--- config.mk ---
export PLATFORM = sky130hd
export DESIGN_NAME = sm83_core
export DESIGN_NICKNAME = d
export VERILOG_FILES = /design/src/rtl/sm83_pkg.sv /design/src/rtl/sm83_core.sv /design/src/rtl/control_unit.sv /design/src/rtl/register_file.sv /design/src/rtl/alu.sv
export SDC_FILE = /design/constraint.sdc
export NUM_CORES = 1
export LEC_CHECK = 0
export ABC_AREA = 1
export BUFFER_PORTS_ARGS = -buffer_cell sky130_fd_sc_hd__buf_2
export CAP_MARGIN = 15
export CORE_MARGIN = 2
export CORE_UTILIZATION = 35
export DETAILED_ROUTE_END_ITERATION = 10
export GPL_TIMING_DRIVEN = 0
export SLEW_MARGIN = 20
export SYNTH_ARGS = -nofsm -noshare
export SYNTH_HDL_FRONTEND = slang
export SYNTH_SLANG_ARGS = --single-unit
--- constraint.sdc ---
create_clock -name clk -period 15.4 [get_ports clk]
set_clock_uncertainty 0.1 [all_clocks]
set_input_delay 0.77 -clock clk [delete_from_list [all_inputs] [get_ports clk]]
set_output_delay 0.77 -clock clk [all_outputs]
set_load 0.1 [all_outputs]
--- src/rtl/sm83_pkg.sv ---
`default_nettype none

package sm83_pkg;

  // Datapath widths
  typedef logic [7:0]  data_t;
  typedef logic [15:0] addr_t;

  // Codes equal the 3-bit register field of the opcode
  // Slot 6 is [HL] in the opcode and holds Z inside the core
  typedef enum logic [2:0] {
    REG_B = 3'd0,
    REG_C = 3'd1,
    REG_D = 3'd2,
    REG_E = 3'd3,
    REG_H = 3'd4,
    REG_L = 3'd5,
    REG_Z = 3'd6,
    REG_A = 3'd7
  } reg_sel_t;

  // Same order as bits 5:3 of the ALU opcodes
  typedef enum logic [2:0] {
    ALU_ADD = 3'd0,
    ALU_ADC = 3'd1,
    ALU_SUB = 3'd2,
    ALU_SBC = 3'd3,
    ALU_AND = 3'd4,
    ALU_XOR = 3'd5,
    ALU_OR  = 3'd6,
    ALU_CP  = 3'd7
  } alu_op_t;

  typedef enum logic {
    SRC_A_REG,
    SRC_A_ACC
  } alu_src_a_t;

  typedef enum logic [1:0] {
    SRC_B_REG,
    SRC_B_ZERO,
    SRC_B_ONE
  } alu_src_b_t;

  // Flag group, also serves as the per-bit write mask
  typedef struct packed {
    logic z;
    logic n;
    logic h;
    logic c;
  } flags_t;

  typedef enum logic [1:0] {
    BUS_IDLE,
    BUS_FETCH,
    BUS_READ,
    BUS_WRITE
  } bus_op_t;

  typedef enum logic {
    ADDR_PC,
    ADDR_HL
  } addr_sel_t;

  typedef enum logic {
    DOUT_REG,
    DOUT_ALU
  } dout_sel_t;

  localparam int MCYCLE_W = 2;

  // Opcode fields
  localparam logic [2:0] FIELD_MEM = 3'd6;
  localparam logic [2:0] OP_CP     = 3'd7;
  localparam data_t      OPC_NOP   = 8'h00;

  // Top two opcode bits select the instruction group
  localparam logic [1:0] GRP_MISC  = 2'b00;
  localparam logic [1:0] GRP_LD_RR = 2'b01;
  localparam logic [1:0] GRP_ALU_R = 2'b10;
  localparam logic [1:0] GRP_ALU_N = 2'b11;

  localparam addr_t RESET_PC = 16'h0000;

endpackage

`default_nettype wire
--- src/rtl/sm83_core.sv ---
`timescale 1ns/1ps
`default_nettype none

module sm83_core (
  input  logic            clk,
  input  logic            rst,
  output sm83_pkg::addr_t mem_addr,
  output logic            mem_rd,
  output logic            mem_wr,
  output sm83_pkg::data_t mem_wdata,
  input  sm83_pkg::data_t mem_rdata
);

  sm83_pkg::bus_op_t    bus_op;
  sm83_pkg::addr_sel_t  addr_sel;
  logic                 pc_inc;
  sm83_pkg::reg_sel_t   rd_sel;
  sm83_pkg::reg_sel_t   wr_sel;
  logic                 wr_en;
  logic                 wr_from_bus;
  logic                 flags_we;
  sm83_pkg::flags_t     flags_mask;
  sm83_pkg::alu_op_t    alu_op;
  sm83_pkg::alu_src_a_t src_a;
  sm83_pkg::alu_src_b_t src_b;
  sm83_pkg::dout_sel_t  dout_sel;
  sm83_pkg::data_t      rd_data;
  sm83_pkg::data_t      acc;
  sm83_pkg::flags_t     flags;
  sm83_pkg::data_t      alu_result;
  sm83_pkg::flags_t     alu_flags;

  control_unit u_control_unit (
    .clk         (clk),
    .rst         (rst),
    .fetch_byte  (mem_rdata),
    .bus_op      (bus_op),
    .addr_sel    (addr_sel),
    .pc_inc      (pc_inc),
    .rd_sel      (rd_sel),
    .wr_sel      (wr_sel),
    .wr_en       (wr_en),
    .wr_from_bus (wr_from_bus),
    .flags_we    (flags_we),
    .flags_mask  (flags_mask),
    .alu_op      (alu_op),
    .src_a       (src_a),
    .src_b       (src_b),
    .dout_sel    (dout_sel)
  );

  register_file u_register_file (
    .clk         (clk),
    .rst         (rst),
    .rd_sel      (rd_sel),
    .wr_sel      (wr_sel),
    .wr_en       (wr_en),
    .wr_from_bus (wr_from_bus),
    .bus_data    (mem_rdata),
    .alu_result  (alu_result),
    .flags_we    (flags_we),
    .flags_mask  (flags_mask),
    .alu_flags   (alu_flags),
    .addr_sel    (addr_sel),
    .pc_inc      (pc_inc),
    .rd_data     (rd_data),
    .acc         (acc),
    .flags       (flags),
    .addr        (mem_addr)
  );

  alu u_alu (
    .op        (alu_op),
    .src_a     (src_a),
    .src_b     (src_b),
    .reg_data  (rd_data),
    .acc       (acc),
    .flags_in  (flags),
    .result    (alu_result),
    .flags_out (alu_flags)
  );

  // Bus strobes
  assign mem_rd = (bus_op == sm83_pkg::BUS_FETCH) || (bus_op == sm83_pkg::BUS_READ);
  assign mem_wr = (bus_op == sm83_pkg::BUS_WRITE);

  // Stores take a register byte, INC/DEC [HL] takes the ALU result
  assign mem_wdata = (dout_sel == sm83_pkg::DOUT_ALU) ? alu_result : rd_data;

endmodule

`default_nettype wire

--- src/rtl/control_unit.sv ---
`timescale 1ns/1ps
`default_nettype none

module control_unit (
  input  logic                 clk,
  input  logic                 rst,
  input  sm83_pkg::data_t      fetch_byte,
  output sm83_pkg::bus_op_t    bus_op,
  output sm83_pkg::addr_sel_t  addr_sel,
  output logic                 pc_inc,
  output sm83_pkg::reg_sel_t   rd_sel,
  output sm83_pkg::reg_sel_t   wr_sel,
  output logic                 wr_en,
  output logic                 wr_from_bus,
  output logic                 flags_we,
  output sm83_pkg::flags_t     flags_mask,
  output sm83_pkg::alu_op_t    alu_op,
  output sm83_pkg::alu_src_a_t src_a,
  output sm83_pkg::alu_src_b_t src_b,
  output sm83_pkg::dout_sel_t  dout_sel
);

  sm83_pkg::data_t               ir;
  logic [sm83_pkg::MCYCLE_W-1:0] mcycle;
  logic [sm83_pkg::MCYCLE_W-1:0] exec_cycle;

  logic [1:0] grp;
  logic [2:0] dst;
  logic [2:0] src;

  logic is_ld_imm;
  logic is_incdec;
  logic is_ld_rr;
  logic is_alu_r;
  logic is_alu_n;
  logic imm_read;
  logic hl_read;
  logic pre_read;
  logic mem_dst;

  sm83_pkg::reg_sel_t operand;

  assign grp = ir[7:6];
  assign dst = ir[5:3];
  assign src = ir[2:0];

  // Opcode groups
  assign is_ld_imm = (grp == sm83_pkg::GRP_MISC) && (src == sm83_pkg::FIELD_MEM);
  assign is_incdec = (grp == sm83_pkg::GRP_MISC) && (src[2:1] == 2'b10);
  assign is_ld_rr  = (grp == sm83_pkg::GRP_LD_RR);
  assign is_alu_r  = (grp == sm83_pkg::GRP_ALU_R);
  assign is_alu_n  = (grp == sm83_pkg::GRP_ALU_N) && (src == sm83_pkg::FIELD_MEM);

  // Operand first read into Z, either from PC or from [HL]
  assign imm_read = is_ld_imm || is_alu_n;
  assign hl_read  = (is_incdec && (dst == sm83_pkg::FIELD_MEM)) ||
                    ((is_ld_rr || is_alu_r) && (src == sm83_pkg::FIELD_MEM));
  assign pre_read = imm_read || hl_read;

  // Result goes back to [HL] in a separate write cycle
  assign mem_dst = (is_ld_imm || is_ld_rr || is_incdec) && (dst == sm83_pkg::FIELD_MEM);

  // Execute cycle follows the operand read, if there is one
  assign exec_cycle = {{(sm83_pkg::MCYCLE_W-1){1'b0}}, pre_read};
  assign operand    = pre_read ? sm83_pkg::REG_Z : sm83_pkg::reg_sel_t'(src);

  always_ff @(posedge clk) begin
    if (rst) begin
      ir     <= sm83_pkg::OPC_NOP;
      mcycle <= '0;
    end else if (bus_op == sm83_pkg::BUS_FETCH) begin
      ir     <= fetch_byte;
      mcycle <= '0;
    end else begin
      mcycle <= mcycle + 1'b1;
    end
  end

  always_comb begin
    // Default cycle is the opcode fetch, which also ends every instruction
    bus_op      = sm83_pkg::BUS_FETCH;
    addr_sel    = sm83_pkg::ADDR_PC;
    pc_inc      = 1'b1;
    rd_sel      = sm83_pkg::REG_A;
    wr_sel      = sm83_pkg::REG_A;
    wr_en       = 1'b0;
    wr_from_bus = 1'b0;
    flags_we    = 1'b0;
    flags_mask  = '0;
    alu_op      = sm83_pkg::ALU_ADD;
    src_a       = sm83_pkg::SRC_A_REG;
    src_b       = sm83_pkg::SRC_B_ZERO;
    dout_sel    = sm83_pkg::DOUT_REG;

    if (pre_read && (mcycle == '0)) begin
      // Operand byte into Z
      bus_op      = sm83_pkg::BUS_READ;
      addr_sel    = imm_read ? sm83_pkg::ADDR_PC : sm83_pkg::ADDR_HL;
      pc_inc      = imm_read;
      wr_sel      = sm83_pkg::REG_Z;
      wr_en       = 1'b1;
      wr_from_bus = 1'b1;
    end else if (mcycle == exec_cycle) begin
      if (is_ld_imm || is_ld_rr) begin
        rd_sel = operand;
        if (mem_dst) begin
          bus_op   = sm83_pkg::BUS_WRITE;
          addr_sel = sm83_pkg::ADDR_HL;
          pc_inc   = 1'b0;
          dout_sel = sm83_pkg::DOUT_REG;
        end else begin
          // Copy through the ALU as an add of zero
          wr_sel = sm83_pkg::reg_sel_t'(dst);
          wr_en  = 1'b1;
        end
      end else if (is_incdec) begin
        rd_sel     = mem_dst ? sm83_pkg::REG_Z : sm83_pkg::reg_sel_t'(dst);
        alu_op     = ir[0] ? sm83_pkg::ALU_SUB : sm83_pkg::ALU_ADD;
        src_b      = sm83_pkg::SRC_B_ONE;
        flags_we   = 1'b1;
        // Carry is left untouched
        flags_mask = '{z: 1'b1, n: 1'b1, h: 1'b1, c: 1'b0};
        if (mem_dst) begin
          bus_op   = sm83_pkg::BUS_WRITE;
          addr_sel = sm83_pkg::ADDR_HL;
          pc_inc   = 1'b0;
          dout_sel = sm83_pkg::DOUT_ALU;
        end else begin
          wr_sel = sm83_pkg::reg_sel_t'(dst);
          wr_en  = 1'b1;
        end
      end else if (is_alu_r || is_alu_n) begin
        rd_sel     = operand;
        alu_op     = sm83_pkg::alu_op_t'(dst);
        src_a      = sm83_pkg::SRC_A_ACC;
        src_b      = sm83_pkg::SRC_B_REG;
        // CP only updates the flags
        wr_en      = (dst != sm83_pkg::OP_CP);
        wr_sel     = sm83_pkg::REG_A;
        flags_we   = 1'b1;
        flags_mask = '1;
      end
    end
  end

endmodule

`default_nettype wire

--- src/rtl/register_file.sv ---
`timescale 1ns/1ps
`default_nettype none

module register_file (
  input  logic                clk,
  input  logic                rst,
  input  sm83_pkg::reg_sel_t  rd_sel,
  input  sm83_pkg::reg_sel_t  wr_sel,
  input  logic                wr_en,
  input  logic                wr_from_bus,
  input  sm83_pkg::data_t     bus_data,
  input  sm83_pkg::data_t     alu_result,
  input  logic                flags_we,
  input  sm83_pkg::flags_t    flags_mask,
  input  sm83_pkg::flags_t    alu_flags,
  input  sm83_pkg::addr_sel_t addr_sel,
  input  logic                pc_inc,
  output sm83_pkg::data_t     rd_data,
  output sm83_pkg::data_t     acc,
  output sm83_pkg::flags_t    flags,
  output sm83_pkg::addr_t     addr
);

  // B C D E H L Z A, indexed by reg_sel_t
  sm83_pkg::data_t regs [0:7];
  sm83_pkg::addr_t pc;
  sm83_pkg::data_t wr_data;

  // Write port merges the bus byte and the ALU result
  assign wr_data = wr_from_bus ? bus_data : alu_result;

  always_ff @(posedge clk) begin
    if (rst) begin
      for (int i = 0; i < 8; i++) begin
        regs[i] <= '0;
      end
      flags <= '0;
      pc    <= sm83_pkg::RESET_PC;
    end else begin
      if (wr_en) begin
        regs[wr_sel] <= wr_data;
      end
      // Only masked flag bits change
      if (flags_we) begin
        flags <= sm83_pkg::flags_t'((flags & ~flags_mask) | (alu_flags & flags_mask));
      end
      if (pc_inc) begin
        pc <= pc + 16'd1;
      end
    end
  end

  assign rd_data = regs[rd_sel];
  assign acc     = regs[sm83_pkg::REG_A];

  // Bus address is PC or the H:L pair
  assign addr = (addr_sel == sm83_pkg::ADDR_HL) ?
                {regs[sm83_pkg::REG_H], regs[sm83_pkg::REG_L]} : pc;

endmodule

`default_nettype wire

--- src/rtl/alu.sv ---
`timescale 1ns/1ps
`default_nettype none

module alu (
  input  sm83_pkg::alu_op_t    op,
  input  sm83_pkg::alu_src_a_t src_a,
  input  sm83_pkg::alu_src_b_t src_b,
  input  sm83_pkg::data_t      reg_data,
  input  sm83_pkg::data_t      acc,
  input  sm83_pkg::flags_t     flags_in,
  output sm83_pkg::data_t      result,
  output sm83_pkg::flags_t     flags_out
);

  sm83_pkg::data_t a;
  sm83_pkg::data_t b;
  logic            cin;
  logic [4:0]      half_sum;
  logic [4:0]      half_diff;
  logic [8:0]      full_sum;
  logic [8:0]      full_diff;

  // Operand selection
  always_comb begin
    a = (src_a == sm83_pkg::SRC_A_ACC) ? acc : reg_data;
    case (src_b)
      sm83_pkg::SRC_B_REG:  b = reg_data;
      sm83_pkg::SRC_B_ONE:  b = 8'h01;
      sm83_pkg::SRC_B_ZERO: b = 8'h00;
      default:              b = 8'h00;
    endcase
  end

  // Carry in only for ADC and SBC
  assign cin = ((op == sm83_pkg::ALU_ADC) || (op == sm83_pkg::ALU_SBC)) ? flags_in.c : 1'b0;

  // Bit 4 of the nibble sums gives the half carry or borrow
  assign half_sum  = {1'b0, a[3:0]} + {1'b0, b[3:0]} + 5'(cin);
  assign half_diff = {1'b0, a[3:0]} - {1'b0, b[3:0]} - 5'(cin);
  assign full_sum  = {1'b0, a} + {1'b0, b} + 9'(cin);
  assign full_diff = {1'b0, a} - {1'b0, b} - 9'(cin);

  always_comb begin
    result    = full_sum[7:0];
    flags_out = '0;
    case (op)
      sm83_pkg::ALU_ADD, sm83_pkg::ALU_ADC: begin
        result      = full_sum[7:0];
        flags_out.h = half_sum[4];
        flags_out.c = full_sum[8];
      end
      // CP computes a subtract, the result is simply not stored
      sm83_pkg::ALU_SUB, sm83_pkg::ALU_SBC, sm83_pkg::ALU_CP: begin
        result      = full_diff[7:0];
        flags_out.n = 1'b1;
        flags_out.h = half_diff[4];
        flags_out.c = full_diff[8];
      end
      sm83_pkg::ALU_AND: begin
        result      = a & b;
        flags_out.h = 1'b1;
      end
      sm83_pkg::ALU_XOR: begin
        result = a ^ b;
      end
      sm83_pkg::ALU_OR: begin
        result = a | b;
      end
      default: begin
        result = full_sum[7:0];
      end
    endcase
    flags_out.z = (result == 8'h00);
  end

endmodule

`default_nettype wire

# Word-level counts from Yosys, hierarchy flattened
# Memory sizes are Yosys's and may differ from the RTL's.
# Cells that the tools add are included.
dict set report op_classes {
  reduce_logical 25
  n_div 0
  n_eq_ne 19
  addsub 10
  n_lt_le_gt_ge 0
  shift 0
  bitwise 7
  n_mux 80
  n_mul 0
}
# cell count
set ops {}
lappend ops {{2-to-1 mux 3 bit} 18}
lappend ops {{one-hot mux 8 bit (5 select lines)} 1}
lappend ops {{2-to-1 mux 1 bit} 38}
lappend ops {{2-to-1 mux 8 bit} 4}
lappend ops {{2-to-1 mux 2 bit} 10}
lappend ops {{2-to-1 mux 4 bit} 5}
lappend ops {{== test 3 bit, second input constant} 6}
lappend ops {{adder 16 x 1 -> 16 bit, second input constant} 1}
lappend ops {{2-to-1 mux 16 bit} 1}
lappend ops {{one-hot mux 8 bit (2 select lines)} 1}
lappend ops {{== test 2 bit, second input constant} 6}
lappend ops {{adder 8 x 8 -> 9 bit} 1}
lappend ops {{adder 9 x 1 -> 9 bit} 1}
lappend ops {{logical OR 1 bit} 9}
lappend ops {{subtractor 8 x 8 -> 9 bit} 1}
lappend ops {{subtractor 9 x 1 -> 9 bit} 1}
lappend ops {{bitwise AND 4 bit} 2}
lappend ops {{bitwise AND 8 bit} 1}
lappend ops {{logical NOT 8 bit} 1}
lappend ops {{OR 8 bit} 1}
lappend ops {{OR reduction 8 bit} 1}
lappend ops {{XOR 8 bit} 1}
lappend ops {{logical AND 1 bit} 7}
lappend ops {{== test 3 x 2 -> 1 bit, second input constant} 2}
lappend ops {{other kinds (17)} 21}
dict set report word_totals {
  elab_cells 149
  latch_bits 0
  n_memories 1
  output_inout_bits 26
  ff_bits 30
  ram_bits 64
  romBits 0
  in_bits 10
}
# memory depth word_bits read_ports rd_clocked_by_memory_dff write_ports line_no
set mem_list {}
lappend mem_list {u_register_file.regs 8 8 4 0 8 register_file.sv:25} ;# sm83_pkg::data_t regs [0:7];

# Depth between registers and ports, before layout
# Gate-level depths: netlist of the first run.
# An unclocked memory read counts as a cell.
dict set report depth {
  ltp_word 19
  ltp_mapped 32
  mapped_depth_nobuf 31
}

# Hierarchy
# From an unflattened synthesis of the first run, not the netlist that was laid out.
dict set report hier_totals {
  cells_unflattened 923
  hier_area_um2 6681.4
}
# mod seq_area_each_um2 n_inst cells_per_inst area_per_inst_um2
set modules_own_cells {}
lappend modules_own_cells {register_file 2322.2 1 460 4050.1}
lappend modules_own_cells {alu 0.0 1 297 1610.3}
lappend modules_own_cells {control_unit 200.2 1 139 903.4}
lappend modules_own_cells {sm83_core 0.0 1 27 117.6}

# Worst setup path before layout of the first run
# Ideal clock, no wire load.
dict set report synth_timing {
  path_type {reg-to-output}
  from {register u_control_unit.ir[6]}
  to {output port mem_wdata[4]}
  stages_incl_launch_ff 23
  path_buffers 1
  arrival_time_ps 5540
  setup_slack_ps 8990
  required_time_ps 14530
  path_cell_list {dfxtp_1 inv_1 ha_1 o21ai_2 nand3_2 nand2_2 inv_1 nor2_2 nand3_2 inv_1 clkbuf_1 o211ai_1 a31o_2 o21ai_0 fa_1 inv_1 fa_1 nor2_1 o21ai_0 xor2_1 o22ai_1 nor2_1 a31oi_1}
}
dict set report synth_via {
  elab_chain_len 17
  elab_cells_between_ends 72
  classes_between {add/sub: 4; eq/ne: 12; mux: 32; bitwise: 3; reduce/logical: 20; memory: 1}
}
# item line_no
set synth_rtl {}
lappend synth_rtl {{start, declared} control_unit.sv:23} ;# sm83_pkg::data_t ir;
lappend synth_rtl {{start signal, assigned} control_unit.sv:69} ;# ir <= sm83_pkg::OPC_NOP;
lappend synth_rtl {{start signal, assigned} control_unit.sv:72} ;# ir <= fetch_byte;
lappend synth_rtl {{== test 2 x 1 -> 1 bit (tied with other cells)} control_unit.sv:50} ;# assign is_ld_rr = (grp == sm83_pkg::GRP_LD_RR);
lappend synth_rtl {{logical OR 1 bit or logical AND 1 bit (tied branches)} {control_unit.sv:57, control_unit.sv:49}}
lappend synth_rtl {{logical AND 1 bit, on equally long branches} {control_unit.sv:57, control_unit.sv:56}}
lappend synth_rtl {{logical OR 1 bit} control_unit.sv:56} ;# assign hl_read = (is_incdec && (dst == sm83_pkg::FIELD_MEM)) ||
lappend synth_rtl {{logical OR 1 bit} control_unit.sv:58} ;# assign pre_read = imm_read || hl_read;
lappend synth_rtl {{2-to-1 mux 3 bit} control_unit.sv:65} ;# assign operand = pre_read ? sm83_pkg::REG_Z : sm83_pkg::reg_sel_t'(src);
lappend synth_rtl {{2-to-1 mux 3 bit} control_unit.sv:132} ;# end else if (is_alu_r || is_alu_n) begin
lappend synth_rtl {{2-to-1 mux 3 bit} control_unit.sv:116} ;# end else if (is_incdec) begin
lappend synth_rtl {{2-to-1 mux 3 bit} control_unit.sv:104} ;# if (is_ld_imm || is_ld_rr) begin
lappend synth_rtl {{2-to-1 mux 3 bit} control_unit.sv:103} ;# end else if (mcycle == exec_cycle) begin
lappend synth_rtl {{2-to-1 mux 3 bit} control_unit.sv:95} ;# if (pre_read && (mcycle == '0)) begin
lappend synth_rtl {{memory (8 x 8 bit)} n/a}
lappend synth_rtl {{one-hot mux 8 bit (2 select lines) or 2-to-1 mux 8 bit (tied branches)} {alu.sv:26, alu.sv:25}}
lappend synth_rtl {{subtractor 8 x 8 -> 9 bit or adder 8 x 8 -> 9 bit (tied branches)} {alu.sv:41, alu.sv:40}}
lappend synth_rtl {{subtractor 9 x 1 -> 9 bit or adder 9 x 1 -> 9 bit (tied branches)} {alu.sv:41, alu.sv:40}}
lappend synth_rtl {{one-hot mux 8 bit (5 select lines)} alu.sv:46} ;# case (op)
lappend synth_rtl {{2-to-1 mux 8 bit (*)} sm83_core.sv:88} ;# assign mem_wdata = (dout_sel == sm83_pkg::DOUT_ALU) ? alu_result : rd_data;
lappend synth_rtl {{end, declared} sm83_core.sv:10} ;# output sm83_pkg::data_t mem_wdata,
# Every way passes the cells marked *; elsewhere a longest branch is shown, timed or not.

# Worst setup path after layout of the first run
dict set report layout_timing {
  from {register u_control_unit.ir[6]}
  to {output port mem_wdata[6]}
}
# Same word-level chain as after synthesis.

==> impl_metrics.py, run 1 <==
metrics = {
    "synthesis": {
        "synth-seq-area-share": 0.407,
        "synth_top_cell_by_area": "edfxtp_1",
        "netlist_instances": 758,
        "synthesis.area_um2": 6050,
        "synth_warnings": 0,
        "synth.avg_cell_area_um2": 7.99,
        "yosysTopAreaCellShare": 0.317,
        "synth_cell_types": 52,
        "synth.top_cells.by_area": "edfxtp_1 (32%), dfxtp_1 (8.9%), nand2_1 (8.1%)",
        "synth_seq_cells": 91,
        "synth_fp_nets": 806,
    },
    "route": {
        "drt-pass1-iter-count": 5,
        "drt_iter0_drc": 529,
        "drc": 0,
        "post_drt_wl_per_cell_um": 16.9,
        "ant_nets": 0,
        "wl_um": 17400,
        "vias": 5338,
        "viasPerCell": 5.17,
    },
    "power_and_ir_drop": {
        "seq_power_share": 0.311,
        "p_int_uw": 500,
        "switching_power_uw": 407,
        "leakage_nw": 2.90,
        "powerDensity_nw_per_um2": 133,
        "swShare": 0.449,
        "p_clk_frac": 0.239,
        "pwr-share-comb": 0.449,
        "peakVddDrop_mv": 0.0645,
    },
    "run_status": {
        "status": "finished clean",
    },
    "sta": {
        "relSlewSlack": 0.388,
        "hold_viol": 0,
        "setup_viol": 0,
        "final_max_slew_viol_count": 0,
        "holdWs_ns": 0.361,
        "fin_crit_ns": 6.82,
        "fin_crit_sh": 0.443,
        "fmax_ghz": 0.147,
        "grt_setup_unrepaired": "false",
        "worst_pin_slew_ns": 0.912,
        "finalSetupTns_ns": 0,
    },
    "clock_network": {
        "cts-resized-gates": 0,
        "ctsHoldBuffers": 0,
        "cts.clk_slew.worst_paths_ns": 0.06,
        "cts_max_path_buffers": 2,
        "h-tree-depth": 3,
        "clock-root-buffer": "clkbuf_16",
        "clk_latency_ns": 0.35,
        "post_cts_buffers": 0,
        "clkSinkCount": 91,
        "numCtsBuffers": 9,
        "cts_tree": "built",
    },
    "floorplan": {
        "initial_core_util": 0.354,
        "dieArea_um2": 18400,
        "die_height_um": 136,
        "ios": 36,
        "num_rows": 48,
        "core-area_um2": 17100,
        "fp.dieW_um": 136,
    },
    "critical_path": {
        "crit_type": "reg -> out",
        "crit_fanout": 10,
        "worstSetupStartpointType": "flip-flop",
        "ff2ff_setup_slack_ns": 9.25,
        "crit_required_ns": 14.53,
        "worstSetupEndpointType": "primary output",
        "crit_arrival_ns": 5.95,
    },
    "global_route": {
        "grt_max_degree": 16,
        "grt_pass1_wl_um": 27400,
        "grt_pass1_vias": 5049,
        "antenna_found_initial": 0,
        "grt_usage": 0.196,
        "grt-ovfl-total": 0,
    },
    "place": {
        "place.gp.congestion": 0.884,
        "hpwl_um": 13300,
        "portBuffers": 34,
    },
    "layout": {
        "syn_to_final_growth_pct": 12.3,
        "drive_gt1_frac": 0.136,
        "final_nets": 851,
        "antenna_cells": 0,
    },
    "flow_run": {
        "drv_cap": 0,
    },
    "min_path": {
        "hp-class": "reg -> reg",
    },
}
-- cells in the final DEF, fill, tap and decap left out, types with 17 or more instances in the layout --
master    instances
dfxtp_1          27
buf_2            37
o21ai_0          48
nand3_1          46
clkbuf_1         17
ha_1             34
nor2_1           93
a21oi_1          46
edfxtp_1         64
nand2_1         131
inv_1           101
-- path summary, 6_finish.rpt --
path / startpoint / end / cells past startpoint
worst max-delay path: u_control_unit.ir[6] / mem_wdata[6] / 27
worst min-delay path: u_control_unit.mcycle[0] / u_control_unit.mcycle[0] / 1
worst max register to register: u_control_unit.ir[6] / u_register_file.regs[4][6] / 26
worst min register to register: u_control_unit.mcycle[0] / u_control_unit.mcycle[0] / 1
-- metal layers --
| metal | wire length, µm | track usage | vias up |
|---|---|---|---|
| li1 | - | - | 2654 |
| met1 | 7680 | 0.266 | 2481 |
| met2 | 8340 | 0.323 | 177 |
| met3 | 1020 | 0.0262 | 26 |
| met4 | 383 | 0.0637 | 0 |
| met5 | 0 | 0 | - |
-- sequential cells by signal, summed over array words and instances, names as in the netlist, named ones only --
name and count:
u_control_unit.mcycle 2, u_control_unit.ir 8, u_register_file.pc 16, u_register_file.regs 64
-- final cells by class --
type	instances	area, µm²
clock inverters	5	32.5
plain buffers	22	101
clock buffers	11	254
repair buffers	34	170
flip-flops and latches	91	2460
multi-input cells	536	3090
fillers	1774	10300
inverters	109	412
well taps	225	282
-- power by group through the flow --
stage / Clock, mW / Sequential (mW) / Combinational [mW]
3_5_place_dp: 0 / 0.288 / 0.404
3_3_place_gp: 0 / 0.288 / 0.402
2_1_floorplan: 0 / 0.286 / 0.305
5_1_grt: 0.228 / 0.284 / 0.447
4_1_cts: 0.219 / 0.283 / 0.406
6_report: 0.217 / 0.283 / 0.408
-- worst max-delay path: stages, from the launching register on --
cell and delay (ns):
dfxtp_1 0.36, inv_1 0.09, ha_1 0.24, o21ai_2 0.28, nand3_2 0.16, nand2_2 0.12
inv_1 0.05, nor2_2 0.21, nand3_2 0.14, inv_1 0.11, clkbuf_1 0.40, o211ai_1 0.13
a31o_2 0.30, o21ai_0 0.55, fa_1 0.29, inv_1 0.07, fa_1 0.39, nor2_1 0.18
o21ai_0 0.16, a21oi_1 0.17, o21bai_1 0.11, xnor2_1 0.15, o22ai_1 0.15, nor2_1 0.06
nand2_1 0.08, nand2_1 0.06, o21ai_0 0.10, buf_2 0.47
-- cell usage after synthesis (all sizes together) --
| cell type | count |
|---|---|
| nand2 | 149 |
| inv | 108 |
| nor2 | 101 |
| edfxtp | 64 |
| o21ai | 55 |
| nand3 | 53 |
| a21oi | 46 |
| ha | 34 |
| dfxtp | 27 |
| clkbuf | 16 |
| nor3 | 14 |
| a221oi | 12 |
| o22ai | 10 |
| nand4 | 9 |
| o211ai | 9 |
| a31oi | 6 |
| buf | 6 |
| xor2 | 6 |
| o21bai | 5 |
| fa | 4 |
| a211oi | 3 |
| a31o | 3 |
| or2 | 3 |
| nor4 | 2 |
| o21a | 2 |
| o221ai | 2 |
| or3 | 2 |
| a21o | 1 |
| and3 | 1 |
| clkinv | 1 |
| mux2i | 1 |
| nor3b | 1 |
| o31ai | 1 |
| xnor2 | 1 |
-- logic make-up (layout without fill, tap and decap cells) --
family	after synthesis	after routing	synth area share
xor gates and xnor gates	7	7	0.0101
AOI/OAI and AO/OA	155	155	0.155
and+or+nand+nor	335	335	0.258
adders and majority gates	38	38	0.0835
muxes	1	1	0.00165
DFF	91	91	0.407
buffers and inverters	131	181	0.0847
-- stage by stage --
step | util | setup slack [ns] | power, mW | instance area [µm²] | instances
6_report | 0.397 | 8.58 | 0.908 | 6800 | 1033
5_1_grt | 0.397 | 7.98 | 0.959 | 6800 | 1033
4_1_cts | 0.397 | 8.55 | 0.907 | 6790 | 1033
3_5_place_dp | 0.380 | 8.98 | 0.692 | 6510 | 1017
3_3_place_gp | 0.380 | 9.02 | 0.690 | 6510 | 1017
2_1_floorplan | - | 8.99 | 0.591 | 6050 | 758
Power figures use the tool's default switching activity.
==> run 2, diff against run 1 <==
==> constraint.sdc (replaced) <==
create_clock -name clk -period 5.6 [get_ports clk]
set_clock_uncertainty 0.1 [all_clocks]
set_input_delay 0.28 -clock clk [delete_from_list [all_inputs] [get_ports clk]]
set_output_delay 0.28 -clock clk [all_outputs]
set_load 0.1 [all_outputs]
==> impl_metrics.py, run 2 (same netlist as run 1, synthesis figures left out) <==
metrics = {
    "sta": {
        "grt_setup_unrepaired": "true",
        "fin_crit_sh": 0.955,
        "fin_crit_ns": 5.35,
        "final_max_slew_viol_count": 0,
        "holdWs_ns": 0.163,
        "worst_pin_slew_ns": 1.15,
        "relSlewSlack": 0.226,
        "fmax_ghz": 0.187,
        "hold_viol": 0,
        "setup_viol": 0,
    },
    "critical_path": {
        "crit_fanout": 10,
        "cp_common_cell": "nand2_1",
        "path_delay_family": "compound AO/OA/AOI/OAI gates",
        "cpMaxStageDelayCell": "fa_1",
        "crit_buf_inv": 7,
        "crit_type": "reg -> out",
        "worstSetupStartpointType": "flip-flop",
        "ff2ff_setup_slack_ns": 0.34,
        "crit_arrival_ns": 4.97,
        "critPathMaxStageDelay_ns": 0.42,
        "crit_required_ns": 5.22,
        "worstSetupEndpointType": "primary output",
    },
    "layout": {
        "max_flop_register": "u_register_file.regs",
        "fill_cells": 1692,
        "final_core_util": 0.420,
        "drive_gt1_frac": 0.196,
        "syn_to_final_growth_pct": 18.7,
        "final_nets": 866,
        "top_regs": "u_register_file.regs x64, u_register_file.pc x16, u_control_unit.ir x8",
        "antenna_cells": 0,
        "final_cell_mix": "nand2_1 (130), inv_1 (95), nor2_1 (91), edfxtp_1 (64), nand3_1 (46)",
        "layout_commonest_cell": "nand2_1",
        "largest_reg_flops": 64,
    },
    "clock_network": {
        "cts_max_path_buffers": 2,
        "h-tree-depth": 3,
        "ctsHoldBuffers": 0,
        "clock-root-buffer": "clkbuf_16",
        "cts_tree": "built",
        "numCtsBuffers": 9,
        "clkSinkCount": 91,
        "cts.clk_slew.worst_paths_ns": 0.06,
        "clk_latency_ns": 0.35,
    },
    "place": {
        "place.gp.congestion": 0.890,
        "hpwl_um": 13300,
        "portBuffers": 34,
    },
    "route": {
        "vias": 5509,
        "drt-pass1-iter-count": 5,
        "post_drt_wl_per_cell_um": 17.1,
        "drt_iter0_drc": 396,
        "wl_um": 17900,
        "drc": 0,
        "ant_nets": 0,
        "viasPerCell": 5.26,
    },
    "power_and_ir_drop": {
        "peakVddDrop_mv": 0.215,
        "leakage_nw": 3.05,
        "powerDensity_nw_per_um2": 366,
    },
    "global_route": {
        "grt_pass1_wl_um": 27300,
        "grt_max_degree": 16,
        "grt-ovfl-total": 0,
        "grt_usage": 0.196,
        "grt_pass1_vias": 5054,
        "antenna_found_initial": 0,
    },
    "floorplan": {
        "core-area_um2": 17100,
        "initial_core_util": 0.354,
        "dieArea_um2": 18400,
        "die_height_um": 136,
        "ios": 36,
        "num_rows": 48,
        "fp.dieW_um": 136,
    },
    "flow_run": {
        "drv_cap": 0,
    },
    "min_path": {
        "hp-class": "in -> reg",
    },
    "run_status": {
        "status": "finished clean",
    },
}
-- run 2: stage by stage --
stage / instances / total power [mW] / worst slack, ns / setup TNS [ns] / cell area [µm²]
after floorplan: 758 / 1.63 / 0.0115 / 0 / 6060
after CTS: 1036 / 2.56 / 0.0131 / 0 / 6950
after global routing: 1047 / 2.77 / -0.124 / -0.150 / 7190
final: 1047 / 2.63 / 0.253 / 0 / 7190
after global placement: 1017 / 1.90 / -0.422 / -3.40 / 6510
after detailed placement: 1017 / 1.90 / -0.439 / -3.39 / 6510
-- run 2: per-layer routing --
layer	routed length [µm]	vias up	global-route usage
li1	-	2680	-
met1	7960	2637	0.260
met2	8690	152	0.328
met3	693	40	0.0206
met4	608	0	0.0775
met5	0	-	0
-- run 2: power breakdown --
part	switching, mW	leakage, nW	internal [mW]
Sequential	0.0218	0.885	0.760
Combinational	0.876	2.02	0.368
Clock	0.254	0.147	0.353
Total	1.15	3.05	1.48
-- run 2: final timing paths --
path | startpoint | end | cells after the start
setup reg to reg | u_control_unit.ir[6] | u_register_file.regs[1][6] | 29
setup / recovery | u_control_unit.ir[6] | mem_wdata[6] | 30
hold / removal | mem_rdata[6] | u_control_unit.ir[6] | 3
hold reg to reg | u_register_file.pc[15] | u_register_file.pc[15] | 1
-- run 2: layout make-up --
type | count | area [µm²] | share of cell area
Clock inverter | 2 | 17.5 | 0.00244
Timing Repair Buffer | 49 | 309 | 0.0430
Clock buffer | 13 | 282 | 0.0392
Multi-Input combinational cell | 536 | 3290 | 0.457
Inverter | 109 | 414 | 0.0576
Tap cell | 225 | 282 | 0.0392
Buffer | 22 | 133 | 0.0184
Sequential cell | 91 | 2470 | 0.343
-- run 2: timing repair --
action / CTS / global route
setup buffers: 4 / 11
setup endpoints to repair: 13 / 12
resized for setup: 27 / 53
pin swaps: 7 / 13
cloned: 0 / 0
-- run 2: worst register-to-register path: cells and delay by family, from the launching register on --
family / cells / cell delay (ns)
and+or+nand+nor: 12 / 1.30
AOI/OAI and AO/OA: 8 / 1.94
buffers and inverters: 6 / 0.57
DFF: 1 / 0.34
adders and majority gates: 3 / 0.75
==> run 3, diff against run 2 <==
==> constraint.sdc (replaced) <==
create_clock -name clk -period 6.15 [get_ports clk]
set_clock_uncertainty 0.1 [all_clocks]
set_input_delay 0.3075 -clock clk [delete_from_list [all_inputs] [get_ports clk]]
set_output_delay 0.3075 -clock clk [all_outputs]
set_load 0.1 [all_outputs]
==> impl_metrics.py, run 3 (same netlist as run 1, synthesis figures left out) <==
metrics = {
    "critical_path": {
        "reg2reg_depth": 30,
        "worstReg2RegStart": "u_control_unit.ir[6]",
        "worstSetupEndpointType": "primary output",
        "crit_type": "reg -> out",
        "cpMaxStageDelayCell": "fa_1",
        "timing.rr.end": "u_register_file.regs[0][6]",
        "crit_fanout": 10,
        "critPathMaxStageDelay_ns": 0.42,
        "ff2ff_setup_slack_ns": 0.72,
        "crit_required_ns": 5.74,
        "worstSetupStartpointType": "flip-flop",
        "crit_arrival_ns": 5.35,
    },
    "global_route": {
        "grt-ovfl-total": 0,
        "grt_usage": 0.196,
        "grt_pass1_vias": 5054,
        "grt_pass1_wl_um": 27500,
        "grt_max_degree": 16,
        "antenna_found_initial": 0,
    },
    "route": {
        "vias": 5384,
        "drt_iter0_drc": 558,
        "post_drt_wl_per_cell_um": 17.0,
        "drc": 0,
        "ant_nets": 0,
        "viasPerCell": 5.21,
        "wl_um": 17600,
        "drt-pass1-iter-count": 5,
    },
    "sta": {
        "worst_pin_slew_ns": 0.722,
        "relSlewSlack": 0.519,
        "fin_crit_sh": 0.936,
        "fmax_ghz": 0.174,
        "final_max_slew_viol_count": 0,
        "hold_viol": 0,
        "fin_crit_ns": 5.76,
        "setup_viol": 0,
        "finalSetupTns_ns": 0,
    },
    "clock_network": {
        "cts_max_path_buffers": 2,
        "numCtsBuffers": 9,
        "clkSinkCount": 91,
        "clock-root-buffer": "clkbuf_16",
        "cts.clk_slew.worst_paths_ns": 0.06,
        "h-tree-depth": 3,
        "cts_tree": "built",
        "clk_latency_ns": 0.35,
    },
    "place": {
        "portBuffers": 34,
        "hpwl_um": 13300,
        "placed_area_um2": 6510,
        "place.gp.congestion": 0.884,
    },
    "min_path": {
        "hold_path.startpoint": "mem_rdata[6]",
        "hp-class": "in -> reg",
        "holdPathEnd": "u_control_unit.ir[6]",
        "holdPathStages": 3,
    },
    "floorplan": {
        "num_rows": 48,
        "core-area_um2": 17100,
        "dieArea_um2": 18400,
        "ios": 36,
        "initial_core_util": 0.354,
        "fp.dieW_um": 136,
        "die_height_um": 136,
    },
    "layout": {
        "layout_commonest_cell": "nand2_1",
        "max_flop_register": "u_register_file.regs",
        "antenna_cells": 0,
        "fill_cells": 1762,
        "final_cell_mix": "nand2_1 (131), inv_1 (101), nor2_1 (91), edfxtp_1 (64), nand3_1 (46)",
        "final_nets": 852,
        "largest_reg_flops": 64,
        "syn_to_final_growth_pct": 14.1,
        "top_regs": "u_register_file.regs x64, u_register_file.pc x16, u_control_unit.ir x8",
        "drive_gt1_frac": 0.157,
        "fin_area_um2": 6910,
        "multi_input_area_um2": 3160,
        "seq_area_um2": 2460,
    },
    "power_and_ir_drop": {
        "powerDensity_nw_per_um2": 336,
        "leakage_nw": 2.94,
        "peakVddDrop_mv": 0.162,
    },
    "flow_run": {
        "drv_cap": 0,
    },
    "run_status": {
        "status": "finished clean",
    },
}
## run 3: layout make-up
| type | instances | area share |
|---|---|---|
| multi-input cells | 536 | 0.458 |
| clock buffers | 11 | 0.0368 |
| flip-flops and latches | 91 | 0.356 |
| clock inverters | 5 | 0.00471 |
| well taps | 225 | 0.0407 |
| plain buffers | 22 | 0.0161 |
| inverters | 109 | 0.0596 |
| repair buffers | 35 | 0.0282 |
## run 3: worst max-delay path by stage
stage	endpoint	start	cells after the start	slack [ns]
floorplan	mem_wdata[4]	u_control_unit.ir[6]	22	0.20
global placement	u_register_file.regs[5][6]	u_control_unit.ir[6]	26	0.13
detailed placement	u_register_file.regs[3][6]	u_control_unit.ir[6]	26	0.1
CTS	mem_wdata[6]	u_control_unit.ir[6]	31	0.05
global route	mem_wdata[6]	u_control_unit.ir[6]	30	-0.04
finish	mem_wdata[6]	u_control_unit.ir[6]	31	0.39
## run 3: what timing repair did
action | CTS | global route
hold buffers | 0 | 0
pin swaps | 0 | 3
setup buffers | 0 | 1
gates resized for setup | 4 | 33
endpoints found under the setup margin | 2 | 12
## run 3: stage by stage
| stage | power [mW] | std cells | utilization | setup slack (ns) | hold WS (ns) |
|---|---|---|---|---|---|
| floorplan | 1.48 | 758 | - | 0.202 | 0.323 |
| global placement | 1.73 | 1017 | 0.380 | 0.135 | 0.341 |
| detailed placement | 1.73 | 1017 | 0.380 | 0.0954 | 0.348 |
| CTS | 2.28 | 1033 | 0.397 | 0.0469 | 0.188 |
| global route | 2.44 | 1034 | 0.404 | -0.0380 | 0.210 |
| finish | 2.32 | 1034 | 0.404 | 0.394 | 0.191 |
## run 3: routing by layer
metal	vias to the layer above	part of all wire	wire, µm	GRT usage
met5	-	0	0	0
met2	193	0.48	8400	0.323
li1	2658	-	-	-
met4	0	0.021	364	0.0637
met3	25	0.063	1100	0.0262
met1	2508	0.44	7720	0.266
## run 3: power breakdown
part	internal (mW)	switching, mW
sequential	0.691	0.0170
clock	0.300	0.251
combinational	0.286	0.774
total	1.28	1.04
## run 3: worst max-delay path: cells and delay by family, from the launching register on
kind | cells | cell delay, ns
AOI/OAI and AO/OA | 8 | 1.49
DFF | 1 | 0.33
xor gates and xnor gates | 1 | 0.15
and+or+nand+nor | 12 | 1.19
buffers and inverters | 7 | 0.97
adders and majority gates | 3 | 0.88
